`src/frameGen_defs.svh`:
```
`ifndef FRAMEGEN_DEFS_SVH
`define FRAMEGEN_DEFS_SVH

// data words in one frame, header and footer not counted
`define FRAME_LEN 8

// deepest pre-trigger delay in accepted beats
`define MAX_PRE 3

// data buffer holds two full frames
`define DATA_DEPTH 16

// info records waiting for the reader
`define INFO_DEPTH 4

// channel tag placed in every header
`define CHANNEL_ID 8'h03

// frame markers
`define HDR_MAGIC 8'hA5
`define FTR_MAGIC 8'h5A

`endif

```
`src/sampleTypesPkg.sv`:
```
`include "frameGen_defs.svh"

package sampleTypesPkg;

  // one adc sample slot, 16 bit container
  typedef logic [15:0] sampleT;

  // four samples packed per beat, sample 0 in the low bits
  typedef sampleT [3:0] dataT;

  // free running timestamp from the acquisition side
  typedef logic [47:0] tsT;

  // pre-trigger beat count, wide enough for MAX_PRE
  typedef logic [$clog2(`MAX_PRE + 1)-1:0] preLenT;

  // one input beat
  typedef struct packed {
    logic trig;  // trigger flag for this beat
    tsT   ts;    // timestamp of sample 0
    dataT data;  // packed samples
  } beatT;

endpackage

```
`src/frameFmtPkg.sv`:
```
package frameFmtPkg;

  // output stream word, also the data buffer payload
  typedef logic [63:0] wordT;

  typedef logic [7:0]  magicT;
  typedef logic [15:0] frameNumT;  // wraps after 65535 frames
  typedef logic [7:0]  dropCntT;   // saturates at 255

  // first word of every frame
  typedef struct packed {
    magicT       magic;     // HDR_MAGIC
    logic [7:0]  channel;
    frameNumT    frameNum;
    logic [23:0] firstTs;   // low bits of first data word ts
    dropCntT     dropCnt;   // triggers lost since last frame
  } headerT;

  // last word of every frame
  typedef struct packed {
    sampleTypesPkg::tsT trigTs;  // ts of the trigger beat itself
    magicT              magic;   // FTR_MAGIC
    logic [7:0]         preLen;  // zero extended
  } footerT;

  // one info buffer entry per accepted trigger
  typedef struct packed {
    headerT hdr;
    footerT ftr;
  } infoT;

endpackage

```
`src/fifoIf.sv`:
```
`timescale 1ns/1ps

interface fifoIf #(
  parameter type payloadT = logic,
  parameter int  DEPTH    = 4
);

  localparam int CNT_W = $clog2(DEPTH + 1);

  // write side
  payloadT          wdata;
  logic             we;
  logic             full;
  logic [CNT_W-1:0] freeSlots;  // room left, used for input ready

  // read side
  payloadT          rdata;       // head entry, valid while empty is low
  logic             re;          // pop
  logic             empty;

  modport writer (
    output wdata,
    output we,
    input  full,
    input  freeSlots
  );

  modport fifo (
    input  wdata,
    input  we,
    output full,
    output freeSlots,
    output rdata,
    input  re,
    output empty
  );

  modport reader (
    input  rdata,
    input  empty,
    output re
  );

endinterface

```
`src/frameFifo.sv`:
```
`timescale 1ns/1ps

module frameFifo #(
  parameter type payloadT = logic,
  parameter int  DEPTH    = 4
) (
  input logic WR_CLK,
  input logic RD_RESET,
  fifoIf.fifo port
);

  localparam int PTR_W = (DEPTH > 1) ? $clog2(DEPTH) : 1;
  localparam int CNT_W = $clog2(DEPTH + 1);

  payloadT          mem [DEPTH];
  logic [PTR_W-1:0] wrPtr;
  logic [PTR_W-1:0] rdPtr;
  logic [CNT_W-1:0] count;     // entries held
  logic             doWrite;
  logic             doRead;

  assign port.full      = (count == CNT_W'(DEPTH));
  assign port.empty     = (count == '0);
  assign port.freeSlots = CNT_W'(DEPTH) - count;
  assign port.rdata     = mem[rdPtr];  // fall through, head always on the bus

  // requests outside the legal range are dropped
  assign doWrite = port.we & ~port.full;
  assign doRead  = port.re & ~port.empty;

  always_ff @(posedge WR_CLK) begin
    if (doWrite) begin
      mem[wrPtr] <= port.wdata;
    end
  end

  always_ff @(posedge WR_CLK) begin
    if (RD_RESET) begin
      wrPtr <= '0;
      rdPtr <= '0;
      count <= '0;
    end else begin
      if (doWrite) begin
        wrPtr <= (wrPtr == PTR_W'(DEPTH - 1)) ? '0 : wrPtr + 1'b1;  // wrap
      end
      if (doRead) begin
        rdPtr <= (rdPtr == PTR_W'(DEPTH - 1)) ? '0 : rdPtr + 1'b1;
      end
      case ({doWrite, doRead})
        2'b10:   count <= count + 1'b1;
        2'b01:   count <= count - 1'b1;
        default: count <= count;  // both or neither
      endcase
    end
  end

endmodule

```
`src/frameWriter.sv`:
```
`timescale 1ns/1ps
`include "frameGen_defs.svh"

module frameWriter (
  input  logic                   WR_CLK,
  input  logic                   RD_RESET,
  input  logic                   iValid,
  output logic                   oReady,
  input  sampleTypesPkg::beatT   din,
  input  sampleTypesPkg::preLenT preLen,
  fifoIf.writer                  dataBus,
  fifoIf.writer                  infoBus
);

  localparam int CNT_W = $clog2(`FRAME_LEN + 1);

  sampleTypesPkg::beatT   dlyLine [`MAX_PRE];  // [0] is the newest past beat
  sampleTypesPkg::beatT   selBeat;             // beat at the chosen delay
  sampleTypesPkg::preLenT preLat;              // delay held for the frame
  sampleTypesPkg::preLenT selPre;
  frameFmtPkg::wordT      wordReg;             // staged data word
  frameFmtPkg::infoT      infoRec;
  frameFmtPkg::frameNumT  frameCnt;
  frameFmtPkg::dropCntT   dropCnt;
  logic [CNT_W-1:0]       wordCnt;             // words taken this frame
  logic                   started;             // first cycle out of reset done
  logic                   capturing;
  logic                   weReg;
  logic                   accept;
  logic                   startCap;
  logic                   takeWord;

  // need two free data slots since one staged write may still be in flight
  assign oReady   = started & ((dataBus.freeSlots >> 1) != '0) & ~infoBus.full;
  assign accept   = iValid & oReady;
  assign startCap = accept & din.trig & ~capturing;  // trigger while idle
  assign takeWord = accept & (capturing | startCap);

  // trigger beat uses the live preLen, later beats the latched one
  assign selPre  = capturing ? preLat : preLen;
  assign selBeat = (selPre == '0) ? din
                 : dlyLine[selPre - sampleTypesPkg::preLenT'(1)];

  always_comb begin
    infoRec.hdr.magic    = `HDR_MAGIC;
    infoRec.hdr.channel  = `CHANNEL_ID;
    infoRec.hdr.frameNum = frameCnt;
    infoRec.hdr.firstTs  = selBeat.ts[23:0];  // ts of word 0, not of the trigger
    infoRec.hdr.dropCnt  = dropCnt;
    infoRec.ftr.trigTs   = din.ts;
    infoRec.ftr.magic    = `FTR_MAGIC;
    infoRec.ftr.preLen   = 8'(preLen);
  end

  // delay line and word stage move only on accepted beats
  always_ff @(posedge WR_CLK) begin
    if (accept) begin
      dlyLine[0] <= din;
      for (int i = 1; i < `MAX_PRE; i++) begin
        dlyLine[i] <= dlyLine[i-1];
      end
    end
    if (takeWord) begin
      wordReg <= selBeat.data;
    end
  end

  always_ff @(posedge WR_CLK) begin
    if (RD_RESET) begin
      started   <= 1'b0;
      capturing <= 1'b0;
      weReg     <= 1'b0;
      preLat    <= '0;
      wordCnt   <= '0;
      frameCnt  <= '0;
      dropCnt   <= '0;
    end else begin
      started <= 1'b1;
      weReg   <= takeWord;  // data write lands one cycle after accept
      if (startCap) begin
        capturing <= 1'b1;
        preLat    <= preLen;
        wordCnt   <= CNT_W'(1);  // trigger beat already gave word 0
        frameCnt  <= frameCnt + 1'b1;
        dropCnt   <= '0;         // count reported in this record
      end else if (accept && capturing) begin
        wordCnt <= wordCnt + 1'b1;
        if (wordCnt == CNT_W'(`FRAME_LEN - 1)) begin
          capturing <= 1'b0;  // last word of frame
        end
        if (din.trig && dropCnt != 8'hFF) begin
          dropCnt <= dropCnt + 1'b1;  // lost trigger, saturating
        end
      end
    end
  end

  assign dataBus.wdata = wordReg;
  assign dataBus.we    = weReg;
  assign infoBus.wdata = infoRec;
  assign infoBus.we    = startCap;  // same edge as the trigger beat

endmodule

```
`src/frameReader.sv`:
```
`timescale 1ns/1ps
`include "frameGen_defs.svh"

module frameReader (
  input  logic              WR_CLK,
  input  logic              RD_RESET,
  fifoIf.reader             dataBus,
  fifoIf.reader             infoBus,
  output logic              oValid,
  input  logic              iReady,
  output frameFmtPkg::wordT dout
);

  localparam int CNT_W = $clog2(`FRAME_LEN + 1);

  typedef enum logic [1:0] {
    stIdle,
    stHdr,
    stData,
    stFtr
  } stateT;

  stateT             state;
  frameFmtPkg::infoT info;      // head record, stays put until footer goes out
  logic [CNT_W-1:0]  loadCnt;   // data words moved into dout
  logic              inBody;
  logic              slotFree;  // dout may take a new word this edge
  logic              bodyDone;
  logic              dataPop;

  assign info     = infoBus.rdata;
  assign inBody   = (state == stHdr) | (state == stData);
  assign slotFree = ~oValid | iReady;
  assign bodyDone = (loadCnt == CNT_W'(`FRAME_LEN));
  assign dataPop  = inBody & slotFree & ~bodyDone & ~dataBus.empty;

  assign dataBus.re = dataPop;
  assign infoBus.re = (state == stFtr) & oValid & iReady;  // footer accepted

  // output word register, held while iReady is low
  always_ff @(posedge WR_CLK) begin
    case (state)
      stIdle: begin
        if (!infoBus.empty) begin
          dout <= info.hdr;
        end
      end
      stHdr, stData: begin
        if (slotFree && bodyDone) begin
          dout <= info.ftr;
        end else if (dataPop) begin
          dout <= dataBus.rdata;
        end
      end
      default: dout <= dout;
    endcase
  end

  always_ff @(posedge WR_CLK) begin
    if (RD_RESET) begin
      state   <= stIdle;
      oValid  <= 1'b0;
      loadCnt <= '0;
    end else begin
      case (state)
        stIdle: begin
          if (!infoBus.empty) begin  // a frame has started upstream
            oValid  <= 1'b1;
            loadCnt <= '0;
            state   <= stHdr;
          end
        end
        stHdr, stData: begin
          if (slotFree) begin
            state <= stData;
            if (bodyDone) begin
              oValid <= 1'b1;
              state  <= stFtr;
            end else if (!dataBus.empty) begin
              oValid  <= 1'b1;
              loadCnt <= loadCnt + 1'b1;
            end else begin
              oValid <= 1'b0;  // writer still behind, bubble
            end
          end
        end
        stFtr: begin
          if (iReady) begin
            oValid <= 1'b0;
            state  <= stIdle;
          end
        end
        default: state <= stIdle;
      endcase
    end
  end

endmodule

```
`src/frameGenTop.sv`:
```
`timescale 1ns/1ps
`include "frameGen_defs.svh"

module frameGenTop (
  input  logic                   WR_CLK,
  input  logic                   RD_RESET,
  input  logic                   iValid,
  output logic                   oReady,
  input  sampleTypesPkg::beatT   din,
  input  sampleTypesPkg::preLenT preLen,
  output logic                   oValid,
  input  logic                   iReady,
  output frameFmtPkg::wordT      dout
);

  // data words and per-frame records travel separately
  fifoIf #(
    .payloadT (frameFmtPkg::wordT),
    .DEPTH    (`DATA_DEPTH)
  ) dataBus ();

  fifoIf #(
    .payloadT (frameFmtPkg::infoT),
    .DEPTH    (`INFO_DEPTH)
  ) infoBus ();

  frameWriter frameWriter_inst (
    .WR_CLK   (WR_CLK),
    .RD_RESET (RD_RESET),
    .iValid   (iValid),
    .oReady   (oReady),
    .din      (din),
    .preLen   (preLen),
    .dataBus  (dataBus),
    .infoBus  (infoBus)
  );

  frameFifo #(
    .payloadT (frameFmtPkg::wordT),
    .DEPTH    (`DATA_DEPTH)
  ) dataFifo_inst (
    .WR_CLK   (WR_CLK),
    .RD_RESET (RD_RESET),
    .port     (dataBus)
  );

  frameFifo #(
    .payloadT (frameFmtPkg::infoT),
    .DEPTH    (`INFO_DEPTH)
  ) infoFifo_inst (
    .WR_CLK   (WR_CLK),
    .RD_RESET (RD_RESET),
    .port     (infoBus)
  );

  frameReader frameReader_inst (
    .WR_CLK   (WR_CLK),
    .RD_RESET (RD_RESET),
    .dataBus  (dataBus),
    .infoBus  (infoBus),
    .oValid   (oValid),
    .iReady   (iReady),
    .dout     (dout)
  );

endmodule

```
`config.mk`:
```
export PLATFORM = sky130hd
export DESIGN_NAME = frameGenTop
export DESIGN_NICKNAME = d
export VERILOG_FILES = /design/src/sampleTypesPkg.sv /design/src/frameFmtPkg.sv /design/src/fifoIf.sv /design/src/frameFifo.sv /design/src/frameWriter.sv /design/src/frameReader.sv /design/src/frameGenTop.sv
export VERILOG_INCLUDE_DIRS = /design/src
export SDC_FILE = /design/constraint.sdc
export NUM_CORES = 2
export LEC_CHECK = 0
export BUFFER_PORTS_ARGS = -buffer_cell sky130_fd_sc_hd__buf_2
export CORE_MARGIN = 2
export CORE_UTILIZATION = 30
export DETAILED_ROUTE_END_ITERATION = 16
export MAX_ROUTING_LAYER = met4
export PLACE_DENSITY = 0.43
export SETUP_SLACK_MARGIN = 0.15
export SYNTH_ARGS = -nofsm -noshare
export SYNTH_HDL_FRONTEND = slang
export SYNTH_SLANG_ARGS = --single-unit
```
`constraint.sdc`:
```
create_clock -name WR_CLK -period 7.5 [get_ports WR_CLK]
set_input_delay 0.75 -clock WR_CLK [delete_from_list [all_inputs] [get_ports WR_CLK]]
set_output_delay 0.75 -clock WR_CLK [all_outputs]
set_load 0.05 [all_outputs]
```
* Word level (Yosys, flattened, before mapping) *
Memory sizes are Yosys's and may differ from the RTL's. A register that Yosys moved wholly into a read port is not among the register bits.
Cells that the tools add are included.

storage, ports and cells
  register bits after elaboration = 188
  RAM bits = 1,755
  output and inout port bits = 66
  word-level logic and storage cells = 147
  memories = 3

operators by class
  add/sub/neg operators = 14
  equal/unequal tests = 22
  multiplexer cells = 44
  bitwise logic cells = 25
  reductions and logical operators = 20

memories
  name                      depth  width  read ports  clocked after memory_dff  wr ports  RTL line           source
  dataFifo_inst.mem         16     64     1           1                         1         frameFifo.sv:15    payloadT mem [DEPTH];
  infoFifo_inst.mem         4      98     1           1                         1         frameFifo.sv:15
  frameWriter_inst.dlyLine  3      113    3           0                         3         frameWriter.sv:17  sampleTypesPkg::beatT dlyLine [`MAX_PRE];

operator list
  kind                                            count
  two-way mux 64 bit                              3
  one-hot mux 64 bit (2 select lines)             1
  two-way mux 88 bit                              1
  two-way mux 4 bit                               8
  two-way mux 1 bit                               18
  adder 16 x 1 -> 16 bit (second input constant)  1
  adder 4 x 1 -> 4 bit (second input constant)    4
  two-way mux 2 bit                               8
  AND 1 bit                                       15
  == test 2 bit (second input constant)           6
  == test 4 bit (second input constant)           3
  one-hot mux 5 bit (2 select lines)              1
  nonzero test 2 bit                              5
  adder 8 x 1 -> 8 bit (second input constant)    1
  inequality test 2 bit (second input constant)   4
  inequality test 8 bit (second input constant)   1
  one-hot mux 4 bit (2 select lines)              1
  inverter 1 bit                                  7
  == test 2 x 1 -> 1 bit (second input constant)  3
  one-hot mux 2 bit (3 select lines)              1
  one-hot mux 3 bit (2 select lines)              1
  AND reduction 3 bit                             2
  adder 5 x 1 -> 5 bit (second input constant)    1
  == test 5 bit (second input constant)           1
  other kinds (20)                                28

* Longest topological paths before layout *
  depth after elaboration = 10
  gate-level depth with buffers = 16
  depth with buffers taken out = 16

* By module *
Synthesis repeated with hierarchy kept, for this count alone.

unflattened totals
  cells, all modules = 3,619
  area total of the unflattened synthesis = 77,335.4 um2

modules (own cells, without submodules)
  module                     times used  cells each  area each (um2)  seq. area each (um2)
  frameFifo (dataFifo_inst)  1           1,544       39,471.6         31,089.8
  frameFifo (infoFifo_inst)  1           722         19,075.8         15,554.9
  frameWriter                1           1,019       15,041.9         10,510.1
  frameReader                1           334         3,746.1          2,062.0

* Worst setup path before layout *
No wires, ideal clock.

  path kind = register to register
  from = register dataFifo_inst.count[0]
  to = memory frameWriter_inst.dlyLine[0][0] (netlist name) (enable)
  setup time = 0.614 ns
  arrival = 6.589 ns
  path slack = 0.297 ns
  stages on the path, launching flop included = 9
  path buffers = 0
  period minus slack after synthesis = 7.203 ns
  cell sequence = dfxtp_1 -> inv_1 -> ha_1 -> nand2b_1 -> nor2_1 -> ha_1 -> o2111ai_2 -> o211ai_1 -> inv_1

RTL lines
  item                    RTL line           source
  start, declared         frameFifo.sv:18    logic [CNT_W-1:0] count;
  start signal, assigned  frameFifo.sv:50    2'b10: count <= count + 1'b1;
  start signal, assigned  frameFifo.sv:51    2'b01: count <= count - 1'b1;
  start signal, assigned  frameFifo.sv:52    default: count <= count;
  end, declared           frameWriter.sv:17

* Worst setup path in the final report *
  from = register dataFifo_inst.count[0]
  to = memory infoFifo_inst.mem[0][77] (netlist name) (enable)

between the ends
  word-level cells in the longest chain between the ends = 10

RTL lines
  item                                     RTL line           source
  subtractor 5 bit                         frameFifo.sv:24    assign port.freeSlots = CNT_W'(DEPTH) - count;
  nonzero test 5 bit                       frameWriter.sv:34  assign oReady = started & ((dataBus.freeSlots >> 1) != '0) & ~infoBus.full;
  AND 1 bit (2 in a row)                   frameWriter.sv:34
  AND 1 bit                                frameWriter.sv:35  assign accept = iValid & oReady;
  AND 1 bit (2 in a row)                   frameWriter.sv:36  assign startCap = accept & din.trig & ~capturing;
  AND 1 bit                                frameFifo.sv:28    assign doWrite = port.we & ~port.full;
  two-way mux 1 bit                        frameFifo.sv:32    if (doWrite) begin
  two-way mux 1 bit (implied by the code)  frameFifo.sv:33    mem[wrPtr] <= port.wdata;
  end, declared                            frameFifo.sv:15

No other way between the ends.

==> impl_results.md <==
* Vias in the first global route at 36000
* Crit path required time at between 7000 and 8000 ps
* # hold bufs at CTS at 0
* Max_slew headroom at between 10% and 20%
* Row Count at roughly 180
* DIE HEIGHT at a little under 500 um
* Die footprint at 242000 um^2
* Deepest clock path buffer count at 3
* Avg WL per Cell at 25.4 um
* Post-synth EDFFs at around 1800
* Layout cells sized above 1 at between 20% and 30%
* Max-slew violations at 0
* PD cells at slightly below 300 nW/um^2
* Xor/xnor share of the synthesized area at 0.135%
* Kind of critical path: flip-flop to flip-flop
* Cts repair resizes at 0
* Final Hold Violating Endpoints at 0
* Worst-Skew Late Latency at between 800 and 900 ps
* Initial DRC Count at 2900
* RSZ-0062 raised after global routing: no
* Seq cells post-synth at 1874
* Final antenna-violating net count at 0
* Adder-cell area share of the yosys netlist at less than 1%
* Maxcap violations at 0
* Post-CTS Setup Repair Bufs at 0
* I/O Buffers at between 150 and 200
* Htree depth at 4
* Chip Width at about 490 um
* CP Cell Sequence: inv_1 -> ha_1 -> xor2_1 -> a2bb2oi_1 -> nor2_1 -> nor2_1 -> and3_4 -> buf_4 -> buf_4
* Largest area contributor in the netlist: edfxtp_1
* GP Congestion at approximately 0.74
* P&R area growth vs syn at 15.6%
* Synthesis warning total at 0
* Largest net degree at the start of global routing at 135
* Total iterations of the first detailed-routing run at 5
* Via count at between 30000 and 40000
* Worst path slowest cell: buf_4
* Post-route minimum period at between 4000 and 5000 ps
* Clk sinks at 1874
* Critical path arrival at 4510 ps
* Synthesized area per cell at between 15 and 20 um^2
* Clock tree root buffer cell: clkbuf_16
* Multiplexer area fraction after synthesis at between 10% and 20%
* Crit. End Element: flip-flop
* Initial antenna violation count at 22
* Core area at about 240000 um^2
* Synth cell types at 53
* Metal2 WL at just over 90 mm
* Synth top area share at between 70 and 80%
* VDD IR max at about 0.23 mV
* Worst-path clk slew at roughly 60 ps
* Largest family of logic cells by synthesized area: multiplexers
* Asr flop ratio synth at 0%
* Final Power at about 24 mW
* Syn Inst Count at between 3000 and 4000
* Setup TNS at 0 ps
* Leakage power at 25.6 nW
* Critical path peak fanout at 37
* Net Count, Synth at ~3900
* CTS tree: done
* Slowest stage delay, CP at around 610 ps
* Total GRT Usage at 15.6%
* Sequential-to-total area share from yosys stat at between 70 and 80%
* Mapped cell area at between 70000 and 80000 um^2
* Post-Route Skew at 58.3 ps
* Status: complete, no violations
* Max Used Layer: met4
* Synth area leaders: edfxtp_1 76%, mux4_2 9.2%, mux2i_1 3.2%
* Global-route wire length before repair at 266 mm
* Simple-gate share of the synthesized area at around 3.3%
* Maximum clock frequency at between 200 and 250 MHz
* # DRC at 0
* Worst slew pin tran at between 1000 and 1500 ps
* Tcrit/Tclk final at between 50% and 60%
* M1 WL at slightly above 80 mm
* Initial core utilization at a little under a third
* Final number of setup-violating endpoints at 0
* Num CTS Buffers at about 200
* Vias per inst at 4.79
* Total Wirelength at 186 mm
* Nets at slightly above 4000
* Most used DFF post-synth: edfxtp_1
* Compound-Gate Fraction of Synth Area at 4.10%
* Startpoint types: flip-flop
* Gr ovfl total at 0
* Hold crit path type: input pin to flip-flop
* Io pins at ~190
* Met3 Wirelength at around 7.9 mm
* HPWL Detailed at 110 mm
## through the flow
stage / utilization [%] / instances / worst slack (ps) / hold WS (ps) / area (um^2)
3_3_place_gp: 32.1 / 6938 / 3370 / 427 / 76200
6_report: 34.8 / 7316 / 3450 / 94.6 / 82500
3_5_place_dp: 32.1 / 6938 / 3360 / 435 / 76200
5_1_grt: 34.8 / 7315 / 3110 / 47.9 / 82500
4_1_cts: 34.8 / 7307 / 3350 / 24.2 / 82500
2_1_floorplan: - / 3722 / 297 / 426 / 71400
## power by group
| part | internal (mW) | total (mW) | switching [mW] |
|---|---|---|---|
| combinational | 0.492 | 2.22 | 1.73 |
| clock | 5.31 | 9.48 | 4.17 |
| sequential | 12.0 | 12.4 | 0.387 |
| total | 17.8 | 24.1 | 6.29 |
## path summary, 6_finish.rpt
| check | startpoint | endpoint | slack [ps] | cells past startpoint |
|---|---|---|---|---|
| worst min-delay path | din[61] | frameWriter_inst.dlyLine[0][61]$_DFFE_PN_ | 90 | 1 |
| worst max register to register | dataFifo_inst.count[0]$_SDFFE_PP0P_ | infoFifo_inst.mem[0][77]$_DFFE_PP_ | 3450 | 9 |
| worst max-delay path | dataFifo_inst.count[0]$_SDFFE_PP0P_ | infoFifo_inst.mem[0][77]$_DFFE_PP_ | 3450 | 9 |
| worst min register to register | frameWriter_inst.dlyLine[1][53]$_DFFE_PN_ | frameWriter_inst.dlyLine[2][53]$_DFFE_PN_ | 420 | 0 |
## critical path: cells and delay by family, from the launching register on
kind | cells | cell delay, ps
buffers and inverters | 3 | 1280
and+or+nand+nor | 3 | 970
AOI/OAI and AO/OA | 1 | 520
DFF | 1 | 390
adders and majority gates | 1 | 230
xor gates and xnor gates | 1 | 140
## state kept, by name (all words and copies together) (netlist names), 5 cells and up, named ones only
register	count
dataFifo_inst.mem	1024
infoFifo_inst.mem	392
frameWriter_inst.dlyLine	264
frameReader_inst.dout	64
frameWriter_inst.dataBus.wdata	64
frameWriter_inst.frameCnt	16
frameWriter_inst.dropCnt	8
dataFifo_inst.count	5
## cells by family after synthesis
logic type               after synthesis
AO/OA/AOI/OAI                        482
flip-flops                          1874
XOR/XNOR                              11
adder cells (fa/ha/maj)               28
AND/OR/NAND/NOR                      545
multiplexers                         534
buffers and inverters                248
## area by class of cell
| cell class | instances | area [um^2] |
|---|---|---|
| diodes | 9 | 22.5 |
| clock buffers | 248 | 5280 |
| clock inverters | 121 | 996 |
| fillers | 22300 | 155000 |
| inverters | 45 | 176 |
| multi-input cells | 1600 | 14900 |
| flip-flops and latches | 1874 | 55600 |
| well taps | 3167 | 3960 |
| repair buffers | 252 | 1520 |
## synthesized netlist by cell type, types with 45 or more instances
| cell type | number |
|---|---|
| a21oi_1 | 46 |
| dfxtp_1 | 66 |
| nor2_1 | 59 |
| o22ai_1 | 102 |
| mux4_2 | 291 |
| o21ai_0 | 197 |
| edfxtp_1 | 1808 |
| nand2_1 | 348 |
| buf_2 | 61 |
| inv_1 | 45 |
| mux2i_1 | 231 |
| clkbuf_1 | 114 |
## metal layers
metal,vias up,GRT usage (%)
li1,15500,-
met1,18500,20.5
met2,745,24.9
met3,264,2.63
met4,0,4.68
met5,-,-
## cells in the final DEF (no fill, tap or decap), drive strengths merged, types with 9 or more instances in the layout
| master | netlist | routed |
|---|---|---|
| inv | 45 | 48 |
| clkinv | 0 | 106 |
| or3 | 12 | 12 |
| a21oi | 46 | 46 |
| mux2i | 231 | 231 |
| buf | 89 | 252 |
| a22o | 25 | 25 |
| mux2 | 12 | 12 |
| edfxtp | 1808 | 1808 |
| nor2 | 59 | 59 |
| o211ai | 15 | 15 |
| xor2 | 9 | 9 |
| mux4 | 291 | 291 |
| nand2 | 348 | 348 |
| a221oi | 10 | 10 |
| o21ai | 197 | 197 |
| diode | 0 | 9 |
| o22ai | 102 | 102 |
| a31oi | 29 | 29 |
| dfxtp | 66 | 66 |
| o31ai | 12 | 12 |
| a22oi | 21 | 21 |
| nor3 | 42 | 42 |
| a211oi | 9 | 9 |
| or4 | 13 | 13 |
| clkbuf | 114 | 248 |
| ha | 26 | 26 |
| nor2b | 12 | 12 |
| bufinv | 0 | 9 |
| nand3 | 23 | 23 |
No activity file was read; power rests on OpenSTA's default activity.
